<file path="src/design/sublane_cfg_pkg.sv">
package sublane_cfg_pkg;

   ////////////////////////////////////////////////////////////
   // array and VRF sizes
   localparam int VLANE_NUM_DEF   = 8;     // power of two
   localparam int MEM_DEPTH       = 512;   // VRF words per lane
   localparam int MAX_VL_PER_LANE = 256;

   typedef logic [$clog2(MEM_DEPTH)-1:0]                     vrf_addr_t;
   typedef logic [$clog2(MAX_VL_PER_LANE):0]                 elem_cnt_t; // holds the max itself
   typedef logic [$clog2(VLANE_NUM_DEF*MAX_VL_PER_LANE)-1:0] vl_t;
   typedef logic [1:0]                                       sew_t;
   typedef logic [3:0]                                       bwen_t;
   typedef logic [7:0]                                       delay_t;
   typedef logic [1:0]                                       bpos_t;     // element slot in a word

   localparam sew_t SEW_BYTE = 2'd0;
   localparam sew_t SEW_HALF = 2'd1;
   localparam sew_t SEW_WORD = 2'd2;

   // true on the last element slot of a 32-bit word
   function automatic logic last_in_word(sew_t sew, bpos_t pos);
      case (sew)
         SEW_BYTE: return pos == 2'd3;
         SEW_HALF: return pos == 2'd1;
         default:  return 1'b1;
      endcase
   endfunction

endpackage

</file>
<file path="src/design/sublane_ctrl_pkg.sv">
package sublane_ctrl_pkg;

   typedef enum logic [1:0] {
      NORMAL,
      STORE,
      LOAD
   } inst_kind_e;

   typedef enum logic [2:0] {
      IDLE,
      LATCH,          // instruction held, limit being computed
      NORMAL_MODE,
      STORE_MODE,
      LOAD_MODE
   } driver_state_e;

   // instruction as held for the whole run
   typedef struct packed {
      inst_kind_e                       kind;
      sublane_cfg_pkg::sew_t            sew;
      sublane_cfg_pkg::vl_t             vl;
      sublane_cfg_pkg::delay_t          inst_delay;
      sublane_cfg_pkg::vrf_addr_t       waddr_start;
      sublane_cfg_pkg::vrf_addr_t [1:0] raddr_start;  // vs1, vs2
   } sublane_inst_t;

   // one VRF write beat, shared by all lanes
   typedef struct packed {
      logic                       wen;
      sublane_cfg_pkg::vrf_addr_t waddr;
      sublane_cfg_pkg::bwen_t     bwen;
   } vrf_wr_t;

endpackage

</file>
<file path="src/design/element_counter.sv">
`timescale 1ns/1ps

module element_counter (
   input  logic                       clk_i,
   input  logic                       rst_i,
   input  logic                       clr_i,
   input  logic                       en_i,
   output sublane_cfg_pkg::elem_cnt_t count_o
);
   import sublane_cfg_pkg::*;

   localparam elem_cnt_t CNT_MAX = '1;

   logic at_max;

   assign at_max = (count_o == CNT_MAX);

   // saturates instead of wrapping, so a long delay never restarts a phase
   always_ff @(posedge clk_i) begin
      if (!rst_i) begin
         count_o <= '0;
      end else if (clr_i) begin
         count_o <= '0;
      end else if (en_i && !at_max) begin
         count_o <= count_o + 1'b1;
      end
   end

endmodule

</file>
<file path="src/design/sublane_fsm.sv">
`timescale 1ns/1ps

module sublane_fsm #(
   parameter int VLANE_NUM = sublane_cfg_pkg::VLANE_NUM_DEF
) (
   input  logic                           clk_i,
   input  logic                           rst_i,
   input  logic                           start_i,
   input  sublane_ctrl_pkg::sublane_inst_t inst_i,
   input  logic                           load_valid_i,
   input  logic                           load_last_i,
   input  sublane_cfg_pkg::elem_cnt_t     count_i,
   output logic                           cnt_clr_o,
   output logic                           cnt_en_o,
   output sublane_ctrl_pkg::sublane_inst_t inst_o,
   output logic                           rd_load_o,
   output logic                           rd_step_o,
   output sublane_cfg_pkg::sew_t          rd_sew_o,
   output logic                           wr_load_o,
   output logic                           wr_step_o,
   output logic                           wr_from_load_o,
   output logic                           ready_o,
   output logic                           ready_for_load_o,
   output logic                           store_data_valid_o
);
   import sublane_cfg_pkg::*;
   import sublane_ctrl_pkg::*;

   localparam int LANE_SHIFT = $clog2(VLANE_NUM);

   driver_state_e state_q, state_d;
   sublane_inst_t inst_q;
   elem_cnt_t     lim_q;        // elements per lane
   elem_cnt_t     lane_limit;
   elem_cnt_t     delay_cnt;
   elem_cnt_t     end_cnt;
   logic          accept;
   logic          rd_phase;
   logic          wr_phase;
   logic          rem_nz;

   ////////////////////////////////////////////////////////////
   // phase boundaries
   assign accept     = (state_q == IDLE) && start_i && ready_o;
   assign rem_nz     = (inst_q.vl & vl_t'(VLANE_NUM - 1)) != '0;
   assign lane_limit = elem_cnt_t'(inst_q.vl >> LANE_SHIFT) + elem_cnt_t'(rem_nz);
   assign delay_cnt  = elem_cnt_t'(inst_q.inst_delay);
   assign end_cnt    = delay_cnt + lim_q;   // one past the last write step
   assign rd_phase   = count_i < lim_q;
   assign wr_phase   = (count_i >= delay_cnt) && (count_i < end_cnt);

   always_comb begin
      state_d = state_q;
      case (state_q)
         IDLE: if (accept) state_d = LATCH;
         LATCH: begin
            case (inst_q.kind)
               NORMAL:  state_d = NORMAL_MODE;
               STORE:   state_d = STORE_MODE;
               LOAD:    state_d = LOAD_MODE;
               default: state_d = IDLE;      // unknown kind, drop it
            endcase
         end
         NORMAL_MODE: if (count_i == end_cnt) state_d = IDLE;
         STORE_MODE:  if (count_i == lim_q) state_d = IDLE;
         LOAD_MODE:   if (load_valid_i && load_last_i) state_d = IDLE;
         default:     state_d = IDLE;
      endcase
   end

   always_ff @(posedge clk_i) begin
      if (!rst_i) begin
         state_q            <= IDLE;
         ready_o            <= 1'b1;
         store_data_valid_o <= 1'b0;
      end else begin
         state_q            <= state_d;
         store_data_valid_o <= (state_q == STORE_MODE) && rd_phase; // lines up with raddr
         if (accept) begin
            ready_o <= 1'b0;
         end else if (state_q != IDLE && state_d == IDLE) begin
            ready_o <= 1'b1;
         end
      end
   end

   always_ff @(posedge clk_i) begin
      if (accept) inst_q <= inst_i;
      if (state_q == LATCH) lim_q <= lane_limit;
   end

   ////////////////////////////////////////////////////////////
   // counter and port steering
   assign cnt_clr_o        = (state_q == LATCH);
   assign cnt_en_o         = (state_q == NORMAL_MODE) || (state_q == STORE_MODE);
   assign rd_load_o        = (state_q == LATCH);
   assign wr_load_o        = (state_q == LATCH);
   assign rd_step_o        = cnt_en_o && rd_phase;
   assign wr_step_o        = ((state_q == NORMAL_MODE) && wr_phase) ||
                             ((state_q == LOAD_MODE) && load_valid_i);
   assign wr_from_load_o   = (state_q == LOAD_MODE);
   assign ready_for_load_o = (state_q == LOAD_MODE);

   // store reads whole words
   assign rd_sew_o = (inst_q.kind == STORE) ? SEW_WORD : inst_q.sew;

   always_comb begin
      inst_o = inst_q;
      if (inst_q.kind == LOAD) inst_o.sew = SEW_WORD;   // one word per load beat
   end

endmodule

</file>
<file path="src/design/vrf_write_gen.sv">
`timescale 1ns/1ps

module vrf_write_gen (
   input  logic                           clk_i,
   input  logic                           rst_i,
   input  sublane_ctrl_pkg::sublane_inst_t inst_i,
   input  logic                           load_i,
   input  logic                           step_i,
   input  logic                           from_load_i,
   input  sublane_cfg_pkg::bwen_t         load_bwen_i,
   output sublane_ctrl_pkg::vrf_wr_t      vrf_wr_o
);
   import sublane_cfg_pkg::*;
   import sublane_ctrl_pkg::*;

   vrf_addr_t waddr_q;
   bpos_t     pos_q;
   bwen_t     bwen_rot;
   bwen_t     bwen_sel;
   logic      wrap;

   assign wrap = last_in_word(inst_i.sew, pos_q);

   ////////////////////////////////////////////////////////////
   // rotating byte enables
   always_comb begin
      case (inst_i.sew)
         SEW_BYTE: bwen_rot = bwen_t'(4'b0001 << pos_q);
         SEW_HALF: bwen_rot = pos_q[0] ? 4'b1100 : 4'b0011;
         default:  bwen_rot = 4'b1111;
      endcase
   end

   assign bwen_sel = from_load_i ? load_bwen_i : bwen_rot; // load unit picks its own bytes

   always_ff @(posedge clk_i) begin
      if (!rst_i) begin
         pos_q <= '0;
      end else if (load_i) begin
         pos_q <= '0;
      end else if (step_i) begin
         pos_q <= wrap ? bpos_t'(0) : pos_q + 1'b1;
      end
   end

   // address moves on at each word boundary
   always_ff @(posedge clk_i) begin
      if (load_i) begin
         waddr_q <= inst_i.waddr_start;
      end else if (step_i && wrap) begin
         waddr_q <= waddr_q + 1'b1;
      end
   end

   ////////////////////////////////////////////////////////////
   // registered beat
   always_ff @(posedge clk_i) begin
      if (!rst_i) begin
         vrf_wr_o.wen <= 1'b0;
      end else begin
         vrf_wr_o.wen   <= step_i;
         vrf_wr_o.waddr <= waddr_q;
         vrf_wr_o.bwen  <= bwen_sel;
      end
   end

endmodule

</file>
<file path="src/design/vrf_read_gen.sv">
`timescale 1ns/1ps

module vrf_read_gen (
   input  logic                             clk_i,
   input  logic                             rst_i,
   input  sublane_cfg_pkg::vrf_addr_t [1:0] raddr_start_i,
   input  sublane_cfg_pkg::sew_t            sew_i,
   input  logic                             load_i,
   input  logic                             step_i,
   output sublane_cfg_pkg::vrf_addr_t [1:0] vrf_raddr_o
);
   import sublane_cfg_pkg::*;

   vrf_addr_t [1:0] raddr_q;
   bpos_t           pos_q;     // shared by both ports
   logic            wrap;

   assign wrap = last_in_word(sew_i, pos_q);

   always_ff @(posedge clk_i) begin
      if (!rst_i) begin
         pos_q <= '0;
      end else if (load_i) begin
         pos_q <= '0;
      end else if (step_i) begin
         pos_q <= wrap ? bpos_t'(0) : pos_q + 1'b1;
      end
   end

   always_ff @(posedge clk_i) begin
      for (int i = 0; i < 2; i++) begin
         if (load_i) begin
            raddr_q[i] <= raddr_start_i[i];
         end else if (step_i && wrap) begin
            raddr_q[i] <= raddr_q[i] + 1'b1;
         end
      end
   end

   // presented one cycle after the step
   always_ff @(posedge clk_i) begin
      if (step_i) vrf_raddr_o <= raddr_q;
   end

endmodule

</file>
<file path="src/design/sublane_driver.sv">
`timescale 1ns/1ps

module sublane_driver #(
   parameter int VLANE_NUM = sublane_cfg_pkg::VLANE_NUM_DEF
) (
   input  logic                             clk_i,
   input  logic                             rst_i,
   input  logic                             start_i,
   input  sublane_ctrl_pkg::inst_kind_e     inst_kind_i,
   input  sublane_cfg_pkg::sew_t            vsew_i,
   input  sublane_cfg_pkg::vl_t             vl_i,
   input  sublane_cfg_pkg::delay_t          inst_delay_i,
   input  sublane_cfg_pkg::vrf_addr_t       vrf_waddr_start_i,
   input  sublane_cfg_pkg::vrf_addr_t [1:0] vrf_raddr_start_i,
   input  logic                             load_valid_i,
   input  logic                             load_last_i,
   input  sublane_cfg_pkg::bwen_t           load_bwen_i,
   output logic                             ready_o,
   output logic                             ready_for_load_o,
   output logic                             store_data_valid_o,
   output sublane_ctrl_pkg::vrf_wr_t        vrf_wr_o,
   output sublane_cfg_pkg::vrf_addr_t [1:0] vrf_raddr_o,
   output sublane_cfg_pkg::sew_t            vrf_read_sew_o
);
   import sublane_cfg_pkg::*;
   import sublane_ctrl_pkg::*;

   sublane_inst_t inst_in;
   sublane_inst_t inst_q;      // latched, widths already forced
   elem_cnt_t     count;
   logic          cnt_clr, cnt_en;
   logic          rd_load, rd_step;
   logic          wr_load, wr_step, wr_from_load;

   // loose inputs into one instruction word
   assign inst_in = '{kind:        inst_kind_i,
                      sew:         vsew_i,
                      vl:          vl_i,
                      inst_delay:  inst_delay_i,
                      waddr_start: vrf_waddr_start_i,
                      raddr_start: vrf_raddr_start_i};

   sublane_fsm #(.VLANE_NUM(VLANE_NUM)) u_fsm (
      .clk_i, .rst_i, .start_i,
      .inst_i(inst_in), .load_valid_i, .load_last_i, .count_i(count),
      .cnt_clr_o(cnt_clr), .cnt_en_o(cnt_en), .inst_o(inst_q),
      .rd_load_o(rd_load), .rd_step_o(rd_step), .rd_sew_o(vrf_read_sew_o),
      .wr_load_o(wr_load), .wr_step_o(wr_step), .wr_from_load_o(wr_from_load),
      .ready_o, .ready_for_load_o, .store_data_valid_o
   );

   element_counter u_cnt (
      .clk_i, .rst_i, .clr_i(cnt_clr), .en_i(cnt_en), .count_o(count)
   );

   vrf_write_gen u_wr (
      .clk_i, .rst_i, .inst_i(inst_q), .load_i(wr_load), .step_i(wr_step),
      .from_load_i(wr_from_load), .load_bwen_i, .vrf_wr_o
   );

   vrf_read_gen u_rd (
      .clk_i, .rst_i, .raddr_start_i(inst_q.raddr_start), .sew_i(vrf_read_sew_o),
      .load_i(rd_load), .step_i(rd_step), .vrf_raddr_o
   );

endmodule

</file>
<file path="config.mk">
export PLATFORM = sky130hd
export DESIGN_NAME = sublane_driver
export DESIGN_NICKNAME = d
export VERILOG_FILES = /design/src/design/sublane_cfg_pkg.sv /design/src/design/sublane_ctrl_pkg.sv /design/src/design/element_counter.sv /design/src/design/sublane_fsm.sv /design/src/design/vrf_write_gen.sv /design/src/design/vrf_read_gen.sv /design/src/design/sublane_driver.sv
export SDC_FILE = /design/constraint.sdc
export NUM_CORES = 1
export LEC_CHECK = 0
export BUFFER_PORTS_ARGS = -buffer_cell sky130_fd_sc_hd__buf_4
export CORE_MARGIN = 2
export CORE_UTILIZATION = 56
export CTS_BUF_LIST = sky130_fd_sc_hd__clkbuf_4 sky130_fd_sc_hd__clkbuf_8 sky130_fd_sc_hd__clkbuf_16
export DETAILED_ROUTE_END_ITERATION = 10
export GPL_TIMING_DRIVEN = 0
export HOLD_SLACK_MARGIN = 0.03
export PLACE_DENSITY_LB_ADDON = 0.08
export SLEW_MARGIN = 20
export SYNTH_ARGS = -nofsm -noshare
export SYNTH_HDL_FRONTEND = slang
export SYNTH_SLANG_ARGS = --single-unit
</file>
<file path="constraint.sdc">
create_clock -name clk_i -period 7.6 [get_ports clk_i]
set_clock_uncertainty 0.15 [all_clocks]
set_input_delay 1.14 -clock clk_i [delete_from_list [all_inputs] [get_ports clk_i]]
set_output_delay 1.14 -clock clk_i [all_outputs]
set_load 0.005 [all_outputs]
</file>
==> results of run 1 <==
## how the worst min path moves through the flow
stage | start | end | slack, ps | cells past startpoint
finish | u_rd.raddr_q[8] | u_rd.vrf_raddr_o[8] | 340 | 0
global route | u_wr.waddr_q[8] | u_wr.vrf_wr_o[12] | 350 | 0
CTS | u_rd.raddr_q[8] | u_rd.vrf_raddr_o[8] | 330 | 0
detailed placement | u_rd.raddr_q[17] | u_rd.vrf_raddr_o[17] | 310 | 0
global placement | u_wr.waddr_q[8] | u_wr.vrf_wr_o[12] | 310 | 0
floorplan | u_rd.raddr_q[10] | u_rd.vrf_raddr_o[10] | 300 | 0
## final cells by class
class	count	area [sq um]
Multi-Input combinational cell	322	2260
Inverter	25	93.8
Clock inverter	9	138
Tap cell	140	175
Sequential cell	136	3890
Fill cell	749	3070
Timing Repair Buffer	96	733
Buffer	8	41.3
Clock buffer	23	478
## synthesized netlist by cell type (all sizes together), types with 4 or more instances
master	number
edfxtp	117
nand2	49
ha	45
nor2	41
o21ai	31
xor2	27
inv	25
dfxtp	19
nand3	17
xnor2	16
a21oi	14
nand2b	9
and3	8
nand4	8
a21o	5
a31oi	5
buf	4
clkbuf	4
or3	4
## stage by stage
| stage | worst slack [ps] | hold WS, ps | util (%) |
|---|---|---|---|
| after global placement | 3710 | 309 | 65.9 |
| final | 3630 | 335 | 71.8 |
| after detailed placement | 3660 | 307 | 66.0 |
| after global routing | 3400 | 353 | 71.8 |
| after floorplan | 4140 | 296 | - |
| after CTS | 3630 | 335 | 71.7 |
## cell families (layout without fill, tap and decap cells)
family / count (synthesis) / count (layout) / share of synthesized area (%)
mux: 3 / 3 / 0.478
xor+xnor: 43 / 43 / 5.99
buf+inv: 33 / 161 / 2.15
compound gates: 76 / 76 / 8.05
flops: 136 / 136 / 62.0
fa+ha+maj: 46 / 46 / 9.28
simple gates: 154 / 154 / 12.1
## cell usage in the layout, fill, tap and decap left out, types with 3 or more instances in the layout
master     Yosys  routed
buf_4          0      95
xnor2_1       16      16
nand2b_1       9       9
clkbuf_16      0      16
inv_1         24      23
a21oi_1       14      14
a211oi_1       3       3
clkbuf_1       4       4
nand2_1       49      49
edfxtp_1     117     117
buf_2          3       3
ha_1          45      45
dfxtp_1       19      19
nor2_1        41      41
and3_1         8       8
nand3_1       17      17
a21o_1         5       5
clkbuf_8       0       4
mux2i_1        3       3
nor3_1         3       3
clkbuf_4       0       3
o21ai_0       28      28
xor2_1        27      27
and2_1         3       3
nand4_1        7       7
or3_1          4       4
bufinv_16      0       3
a31oi_1        5       5
## power by group through the flow
stage / sequential, mW / clock, mW / combinational, mW
after floorplan: 1.01 / 0 / 0.219
after global placement: 1.02 / 0 / 0.329
after detailed placement: 1.02 / 0 / 0.347
after CTS: 1.01 / 0.851 / 0.352
after global routing: 1.02 / 0.891 / 0.393
final: 1.01 / 0.839 / 0.351
## registers in the layout, indices dropped and copies added (netlist names)
| signal | count |
|---|---|
| u_fsm.inst_o | 48 |
| u_rd.raddr_q | 18 |
| u_rd.vrf_raddr_o | 18 |
| u_wr.vrf_wr_o | 14 |
| u_cnt.count_o | 9 |
| u_fsm.lim_q | 9 |
| u_wr.waddr_q | 9 |
| u_fsm.state_q | 3 |
| u_fsm.inst_q | 2 |
| u_rd.pos_q | 2 |
| u_wr.pos_q | 2 |
| u_fsm.ready_o | 1 |
| u_fsm.store_data_valid_o | 1 |
## worst max-delay path, cell delays in order (launching register included)
cell and delay, ps:
edfxtp_1 390, ha_1 180, inv_1 50, fa_1 400, nor2b_1 120, o21ai_0 110
a21oi_1 280, nor2_1 90, xor2_1 150, ha_1 300, a211oi_1 240, o21a_1 190
o211ai_2 120, o21a_4 240, o21ai_1 610
## routing by layer
layer | vias to the layer above | part of all wire (%) | track usage (%)
met1 | 1916 | 44 | 28.1
met4 | 0 | 0.85 | 7.96
li1 | 2029 | - | -
met2 | 113 | 50 | 35.7
met3 | 10 | 5.2 | 5.39
met5 | - | 0 | 0
==> impl_metrics.json, run 1 <==
{
  "cts_root_buf": "clkbuf_8",
  "grtUsageTotal_pct": 21.8,
  "worstMarginPinSlew_ps": 776,
  "grt-ovfl-total": 0,
  "synthTopCellsByArea": "edfxtp_1, ha_1, dfxtp_1, xor2_1, nand2_1",
  "drc_errors": 0,
  "async_flop_share_pct": 0,
  "postCtsSetupRepairBufs": 0,
  "dp.cells": 727,
  "clockBufferDepth": 2,
  "gp_congestion": 0.828,
  "die_x_microns": 110,
  "clkPwrFrac_pct": 38.2,
  "die_h_microns": 110,
  "avgSynthCellArea_sq_um": 12.8,
  "cts_tree": "done",
  "r2r_cells": 14,
  "fin_cells": 759,
  "critPathCapture": "u_wr.waddr_q[4]",
  "wl_per_cell_microns": 15.9,
  "synth-warning-count": 0,
  "critical_path_arrival_ps": 3960,
  "die-area_sq_um": 12100,
  "vdd_drop_max_v": 0.000161,
  "r2r-end": "u_wr.waddr_q[4]",
  "fin_nets": 711,
  "critPathLaunchType": "flop",
  "cap_violations": 0,
  "hold_buffers": 0,
  "period_share_pct": 52.2,
  "coreArea_sq_um": 10900,
  "outcome": "finished clean",
  "rows": 38,
  "maxSlewHeadroom_pct": 47.9,
  "p_comb_share_pct": 16.0,
  "grt_first_pass_wirelength_mm": 19.4,
  "seq_power_share_pct": 45.9,
  "fin_crit_ps": 3970,
  "synth.ff_latch_count": 136,
  "static-leakage-power_nw": 3.13,
  "yosysUniqueCellTypes": 52,
  "drv_slew": 0,
  "place_area_sq_um": 7190,
  "grt_pass1_vias": 3973,
  "setup_viol": 0,
  "hpwlAfterDp_mm": 8.79,
  "crit_path_end_kind": "flop",
  "rsz0062_at_grt": "no",
  "synth_edf_count": 117,
  "r2r_setup_slack_ps": 3630,
  "drtAntennaViolNets": 0,
  "crit-reg2reg-launch": "u_fsm.lim_q[0]",
  "drt_wl_total_mm": 12.1,
  "drive_gt1_share_pct": 23.6,
  "cts_sinks": 136,
  "fin_setup_tns_ps": 0,
  "critPathKind": "flop to flop",
  "post_cts_resize_count": 0,
  "portBuffers": 95,
  "start_util_pct": 57.7,
  "viasPerCell": 5.36,
  "dr_total_vias": 4068,
  "dr.pass1.iters": 5,
  "clk_pin_slew_ps": 60,
  "io_pins": 96,
  "synth_flop_cell": "edfxtp_1",
  "clock_latency_ps": 520,
  "crit_start": "u_fsm.lim_q[0]",
  "internal_power_mw": 1.64,
  "syn_nets": 596,
  "total_power_mw": 2.20,
  "hp-class": "flop to flop",
  "final_area_sq_um": 7810,
  "synthCells": 491,
  "initialDrtViolationCount": 232,
  "fmax_mhz": 252,
  "ys_seq_area_share_pct": 62.0,
  "area_delta_synth_final_pct": 24.4,
  "switchingPower_mw": 0.556,
  "htreeDepth": 4,
  "antenna_cells": 0,
  "cp.required_ps": 7590,
  "grt_max_degree": 38,
  "numCtsBuffers": 17,
  "synth_top_area_share_pct": 55.9,
  "antenna_found_initial": 0,
  "yosysTopAreaCell": "edfxtp_1",
  "finalHoldViolCount": 0,
  "crit_fanout": 9,
  "swShare_pct": 25.3,
  "syn_area_sq_um": 6280,
  "power_density_nw_per_um2": 281
}
No activity file was read; power rests on OpenSTA's default activity.
==> inputs of run 2 (changes only) <==
- ABC_AREA: default -> 1
- clock period: 7.6 -> 3.8 ns (I/O delays scaled with it)
==> impl_metrics.json, run 2 <==
{
  "dr_total_vias": 4437,
  "place_ws_ps": -259,
  "numCtsBuffers": 17,
  "finalHoldViolCount": 0,
  "clk_pin_slew_ps": 60,
  "vdd_drop_max_v": 0.000340,
  "setup_viol": 0,
  "hpwlAfterDp_mm": 9.26,
  "fin_crit_ps": 3530,
  "grt_first_pass_wirelength_mm": 20.8,
  "initialDrtViolationCount": 222,
  "cp.required_ps": 3780,
  "synth_flop_cell": "edfxtp_1",
  "drtAntennaViolNets": 0,
  "viasPerCell": 5.17,
  "yosys-top-cells-count": "nand2_1, edfxtp_1, inv_1",
  "io_pins": 96,
  "avgSynthCellArea_sq_um": 11.0,
  "antenna_found_initial": 0,
  "clock_latency_ps": 410,
  "clockBufferDepth": 2,
  "cts_tree": "done",
  "wl_per_cell_microns": 14.7,
  "critical_path_arrival_ps": 3500,
  "critPathKind": "flop to flop",
  "hold_buffers": 0,
  "synth.ff_latch_count": 136,
  "layout_setup_ws_ps": 272,
  "cts_root_buf": "clkbuf_16",
  "cts_sinks": 136,
  "final_common_cell": "nand2_1",
  "final_area_sq_um": 7980,
  "critPathSlowestCell": "fa_1",
  "dp.cells": 825,
  "grt-ovfl-total": 0,
  "die-area_sq_um": 12300,
  "syn_area_sq_um": 6410,
  "coreArea_sq_um": 11300,
  "maxSlewHeadroom_pct": 49.6,
  "cp_top_family": "compound AO/OA/AOI/OAI gates",
  "drv_slew": 0,
  "rsz0062_at_grt": "no",
  "power_density_nw_per_um2": 527,
  "drive_gt1_share_pct": 20.8,
  "crit_fanout": 9,
  "grt_pass1_vias": 4440,
  "drt_wl_total_mm": 12.6,
  "yosysTopAreaCell": "edfxtp_1",
  "hp-class": "input port to flop",
  "total_power_mw": 4.20,
  "synth-warning-count": 0,
  "outcome": "finished clean",
  "die_x_microns": 111,
  "synth.most_common_cell": "nand2_1",
  "synthCells": 585,
  "grtUsageTotal_pct": 21.5,
  "cap_violations": 0,
  "use_met2_pct": 37.7,
  "grt_max_degree": 30,
  "layout_common_cells": "nand2_1, edfxtp_1, buf_4",
  "drc_errors": 0,
  "top_usage_layer": "met2",
  "fin_setup_tns_ps": 0,
  "start_util_pct": 56.8,
  "period_share_pct": 92.9,
  "ys_seq_area_share_pct": 60.8,
  "synth_edf_count": 117,
  "area_delta_synth_final_pct": 24.5,
  "ff_latch_area_sq_um": 3890,
  "synthTopCellsByArea": "edfxtp_1, ha_1, nand2_1, dfxtp_1, inv_1",
  "static-leakage-power_nw": 3.36,
  "critPathLaunchType": "flop",
  "rows": 39,
  "htreeDepth": 4,
  "multiInputGateArea_sq_um": 2250,
  "largest_register_ffs": 48,
  "async_flop_share_pct": 0,
  "die_h_microns": 111,
  "yosysUniqueCellTypes": 37,
  "cp_common_cell": "nand2_1",
  "fin_nets": 807,
  "worstPathCellList": "ha_1 > inv_1 > fa_1 > o21ai_2 > a21oi_1 > o21ai_0 > xnor2_1 > ha_1 > nand2_1 > inv_1 > o21bai_1 > nand2_1 > a21oi_1 > nand2_1 > nand2_1 > inv_2 > o21ai_4 > buf_12",
  "grt_use_met3_pct": 3.94,
  "grt_use_met1_pct": 26.6,
  "fmax_mhz": 283,
  "synth_top_area_share_pct": 54.8,
  "fillers": 827,
  "crit_path_end_kind": "flop",
  "portBuffers": 95,
  "antenna_cells": 0,
  "gp_congestion": 0.905,
  "worstMarginPinSlew_ps": 754,
  "cp_num_buf_inv": 4,
  "dr.pass1.iters": 4,
  "place_area_sq_um": 7340,
  "syn_nets": 690,
  "fin_cells": 858,
  "slowest_delay_ps": 410
}
run 2: cell count changes after synthesis, moves of 5 or more:
cell	change
inv_1	+40
and3_1	-7
inv_2	+5
xnor2_1	-6
nand3_1	+6
o21ai_0	+10
nor3_1	+7
a21oi_1	+15
nand2b_1	-9
nand2_1	+70
run 2: timing repair:
| item | in CTS | in global routing |
|---|---|---|
| endpoints found under the setup margin | 9 | 9 |
| resized for setup | 2 | 2 |
| setup buffers | 0 | 1 |
| pin swaps | 0 | 1 |
run 2: area by class of cell:
cell class | count | area share [%]
Clock buffer | 18 | 5.43
Tap cell | 143 | 2.24
Multi-Input combinational cell | 373 | 28.2
Clock inverter | 14 | 2.13
Sequential cell | 136 | 48.8
Inverter | 71 | 3.37
Buffer | 5 | 0.282
Timing Repair Buffer | 98 | 9.58
run 2: per-stage QoR:
stage | util [%] | hold slack [ps]
final | 70.8 | 185
after global routing | 70.8 | 168
after CTS | 70.5 | 172
after detailed placement | 65.1 | 318
after global placement | 64.7 | 309
after floorplan | - | 296
run 2: final timing paths:
kind	startpoint	to	slack, ps	cells after the start
min reg2reg	u_wr.waddr_q[8]	u_wr.vrf_wr_o[12]	330	0
min	vrf_raddr_start_i[5]	u_fsm.inst_o[5]	180	1
max reg2reg	u_fsm.lim_q[0]	u_wr.waddr_q[2]	270	18
max	u_fsm.lim_q[0]	u_wr.waddr_q[2]	270	18
run 2: per-layer routing:
metal	vias to the layer above	part of all wire, %
met4	0	1.8
met2	109	52
li1	2247	-
met1	2063	42
met5	-	0
met3	18	4.1
run 2: cells by family (layout without fill, tap and decap cells):
group,count (synthesis),count (layout),share of synthesized area (%)
simple gates,217,217,14.7
buf+inv,76,206,4.55
compound gates,76,76,6.19
xor+xnor,34,34,4.65
flops,136,136,60.8
fa+ha+maj,46,46,9.10
run 2: worst reg2reg max path, stage by stage, from the launching register on:
cell	delay, ps
edfxtp_1	400
ha_1	210
inv_1	60
fa_1	410
o21ai_2	240
a21oi_1	90
o21ai_0	200
xnor2_1	170
ha_1	270
nand2_1	70
inv_1	40
o21bai_1	110
nand2_1	60
a21oi_1	150
nand2_1	100
nand2_1	120
inv_2	80
o21ai_4	170
buf_12	150
run 2: where the power goes:
part	total [mW]	internal (mW)	switching, mW
sequential	1.93	1.84	0.0877
clock	1.66	1.05	0.613
combinational	0.618	0.254	0.365
==> inputs of run 3 (changes only) <==
- SYNTH_HIERARCHICAL: default -> 1
==> impl_metrics.json, run 3 <==
{
  "critPathLaunchType": "flop",
  "cts_root_buf": "clkbuf_16",
  "worstMarginPinSlew_ps": 793,
  "coreArea_sq_um": 12100,
  "drv_slew": 0,
  "clk_pin_slew_ps": 60,
  "crit_start": "u_fsm/lim_q[0]",
  "avgSynthCellArea_sq_um": 9.82,
  "viasPerCell": 5.01,
  "r2r_cells": 16,
  "fin_hold_ws_ps": 178,
  "antenna_found_initial": 0,
  "crit-reg2reg-launch": "u_fsm/lim_q[0]",
  "grtUsageTotal_pct": 21.3,
  "drtAntennaViolNets": 0,
  "critPathKind": "flop to flop",
  "r2r_setup_slack_ps": 390,
  "place_area_sq_um": 7900,
  "dr_total_vias": 5027,
  "power_density_nw_per_um2": 501,
  "start_util_pct": 57.4,
  "die_x_microns": 115,
  "grt_max_degree": 33,
  "drive_gt1_share_pct": 22.0,
  "gp_congestion": 0.839,
  "grt_pass1_vias": 4640,
  "cts_tree": "done",
  "cts_sinks": 136,
  "static-leakage-power_nw": 3.79,
  "fmax_mhz": 294,
  "die-area_sq_um": 13300,
  "synth-warning-count": 6,
  "final_area_sq_um": 8490,
  "rows": 40,
  "grt-ovfl-total": 0,
  "final_common_cell": "nand2_1",
  "worstPathCellList": "ha_1 > inv_1 > fa_1 > o21ai_1 > nand4_1 > nand3_1 > nand2_1 > ha_1 > a21o_1 > nor2_1 > nand2_1 > nor2_1 > nand3_1 > nand2_1 > nand2_1 > nand2_2",
  "period_share_pct": 89.6,
  "slowest_delay_ps": 420,
  "critical_path_arrival_ps": 3350,
  "maxSlewHeadroom_pct": 47.0,
  "wl_per_cell_microns": 13.3,
  "initialDrtViolationCount": 364,
  "finalHoldViolCount": 0,
  "rsz0062_at_grt": "no",
  "syn_nets": 810,
  "outcome": "finished clean",
  "setup_viol": 0,
  "crit_fanout": 9,
  "cap_violations": 0,
  "synthCells": 705,
  "layout_common_cells": "nand2_1, buf_4, edfxtp_1",
  "fin_nets": 927,
  "die_h_microns": 115,
  "vdd_drop_max_v": 0.000417,
  "clock_latency_ps": 410,
  "numCtsBuffers": 17,
  "cp.required_ps": 3740,
  "dr.pass1.iters": 5,
  "critPathSlowestCell": "fa_1",
  "crit_path_end_kind": "flop",
  "portBuffers": 95,
  "cp_common_cell": "nand2_1",
  "hpwlAfterDp_mm": 9.95,
  "hp-class": "input port to flop",
  "r2r-end": "u_wr/waddr_q[3]",
  "area_delta_synth_final_pct": 22.5,
  "largest_register_ffs": 48,
  "total_power_mw": 4.25,
  "grt_first_pass_wirelength_mm": 21.4,
  "io_pins": 96,
  "clockBufferDepth": 2,
  "antenna_cells": 0,
  "drt_wl_total_mm": 13.3,
  "syn_area_sq_um": 6930,
  "critPathCapture": "u_wr/waddr_q[3]",
  "fin_crit_ps": 3410,
  "htreeDepth": 4,
  "drc_errors": 0
}
-- run 3: changes by cell type in the layout (fill, tap and decap cells not counted), moves of 6 or more --
cell	delta
xor2_1	-16
inv_1	+23
nor3_1	-6
xnor2_1	-7
buf_4	+32
nand3_1	+23
nand2_1	+54
nor2_1	+18
o21ai_0	-12
-- run 3: worst min-delay path by stage --
stage / startpoint / end / slack (ps) / cells past startpoint
after floorplan: u_rd/raddr_q[8] / u_rd/vrf_raddr_o[8] / 300 / 0
after global placement: u_rd/raddr_q[17] / u_rd/vrf_raddr_o[17] / 310 / 0
after global routing: inst_delay_i[6] / u_fsm/inst_o[33] / 150 / 1
after detailed placement: u_wr/waddr_q[8] / u_wr/vrf_wr_o[12] / 330 / 0
after CTS: inst_delay_i[0] / u_fsm/inst_o[27] / 150 / 1
final: vrf_raddr_start_i[4] / u_fsm/inst_o[4] / 180 / 1
-- run 3: metrics by stage --
stage | instances | setup TNS [ps] | util, % | setup slack, ps
finish | 1003 | 0 | 70.4 | 394
CTS | 1003 | 0 | 70.3 | 258
detailed placement | 971 | 0 | 65.5 | 276
global placement | 968 | -17740 | 65.1 | -877
global route | 1003 | 0 | 70.4 | 123
floorplan | 705 | 0 | - | 197
-- run 3: final cells by class --
type | count | area, sq um
well taps | 168 | 210
flip-flops and latches | 136 | 3890
plain buffers | 34 | 258
inverters | 93 | 349
fillers | 903 | 3580
multi-input cells | 442 | 2430
clock buffers | 18 | 433
clock inverters | 14 | 154
repair buffers | 98 | 756
-- run 3: power by group --
group | internal (mW) | leakage (nW) | switching [mW]
clock | 1.03 | 0.290 | 0.598
combinational | 0.293 | 2.25 | 0.399
sequential | 1.84 | 1.25 | 0.0926
-- run 3: routing by layer --
layer	vias to the layer above	wire length, microns	GRT usage, %
met4	0	151	6.67
li1	2562	-	-
met3	11	721	6.96
met2	135	6570	34.8
met1	2319	5860	27.0
met5	-	0	0
-- run 3: repair_timing --
item / 4_1_cts / 5_1_grt
gates resized for setup: 0 / 1
hold buffers: 0 / 0
endpoints found under the setup margin: 0 / 9
buffers inserted: 0 / 0
-- run 3: critical path, delay by kind of cell, from the launching register on --
| family | cells | cell delay, ps |
|---|---|---|
| and+or+nand+nor | 10 | 1160 |
| adders and majority gates | 3 | 920 |
| DFF | 1 | 400 |
| AOI/OAI and AO/OA | 2 | 400 |
| buffers and inverters | 1 | 60 |
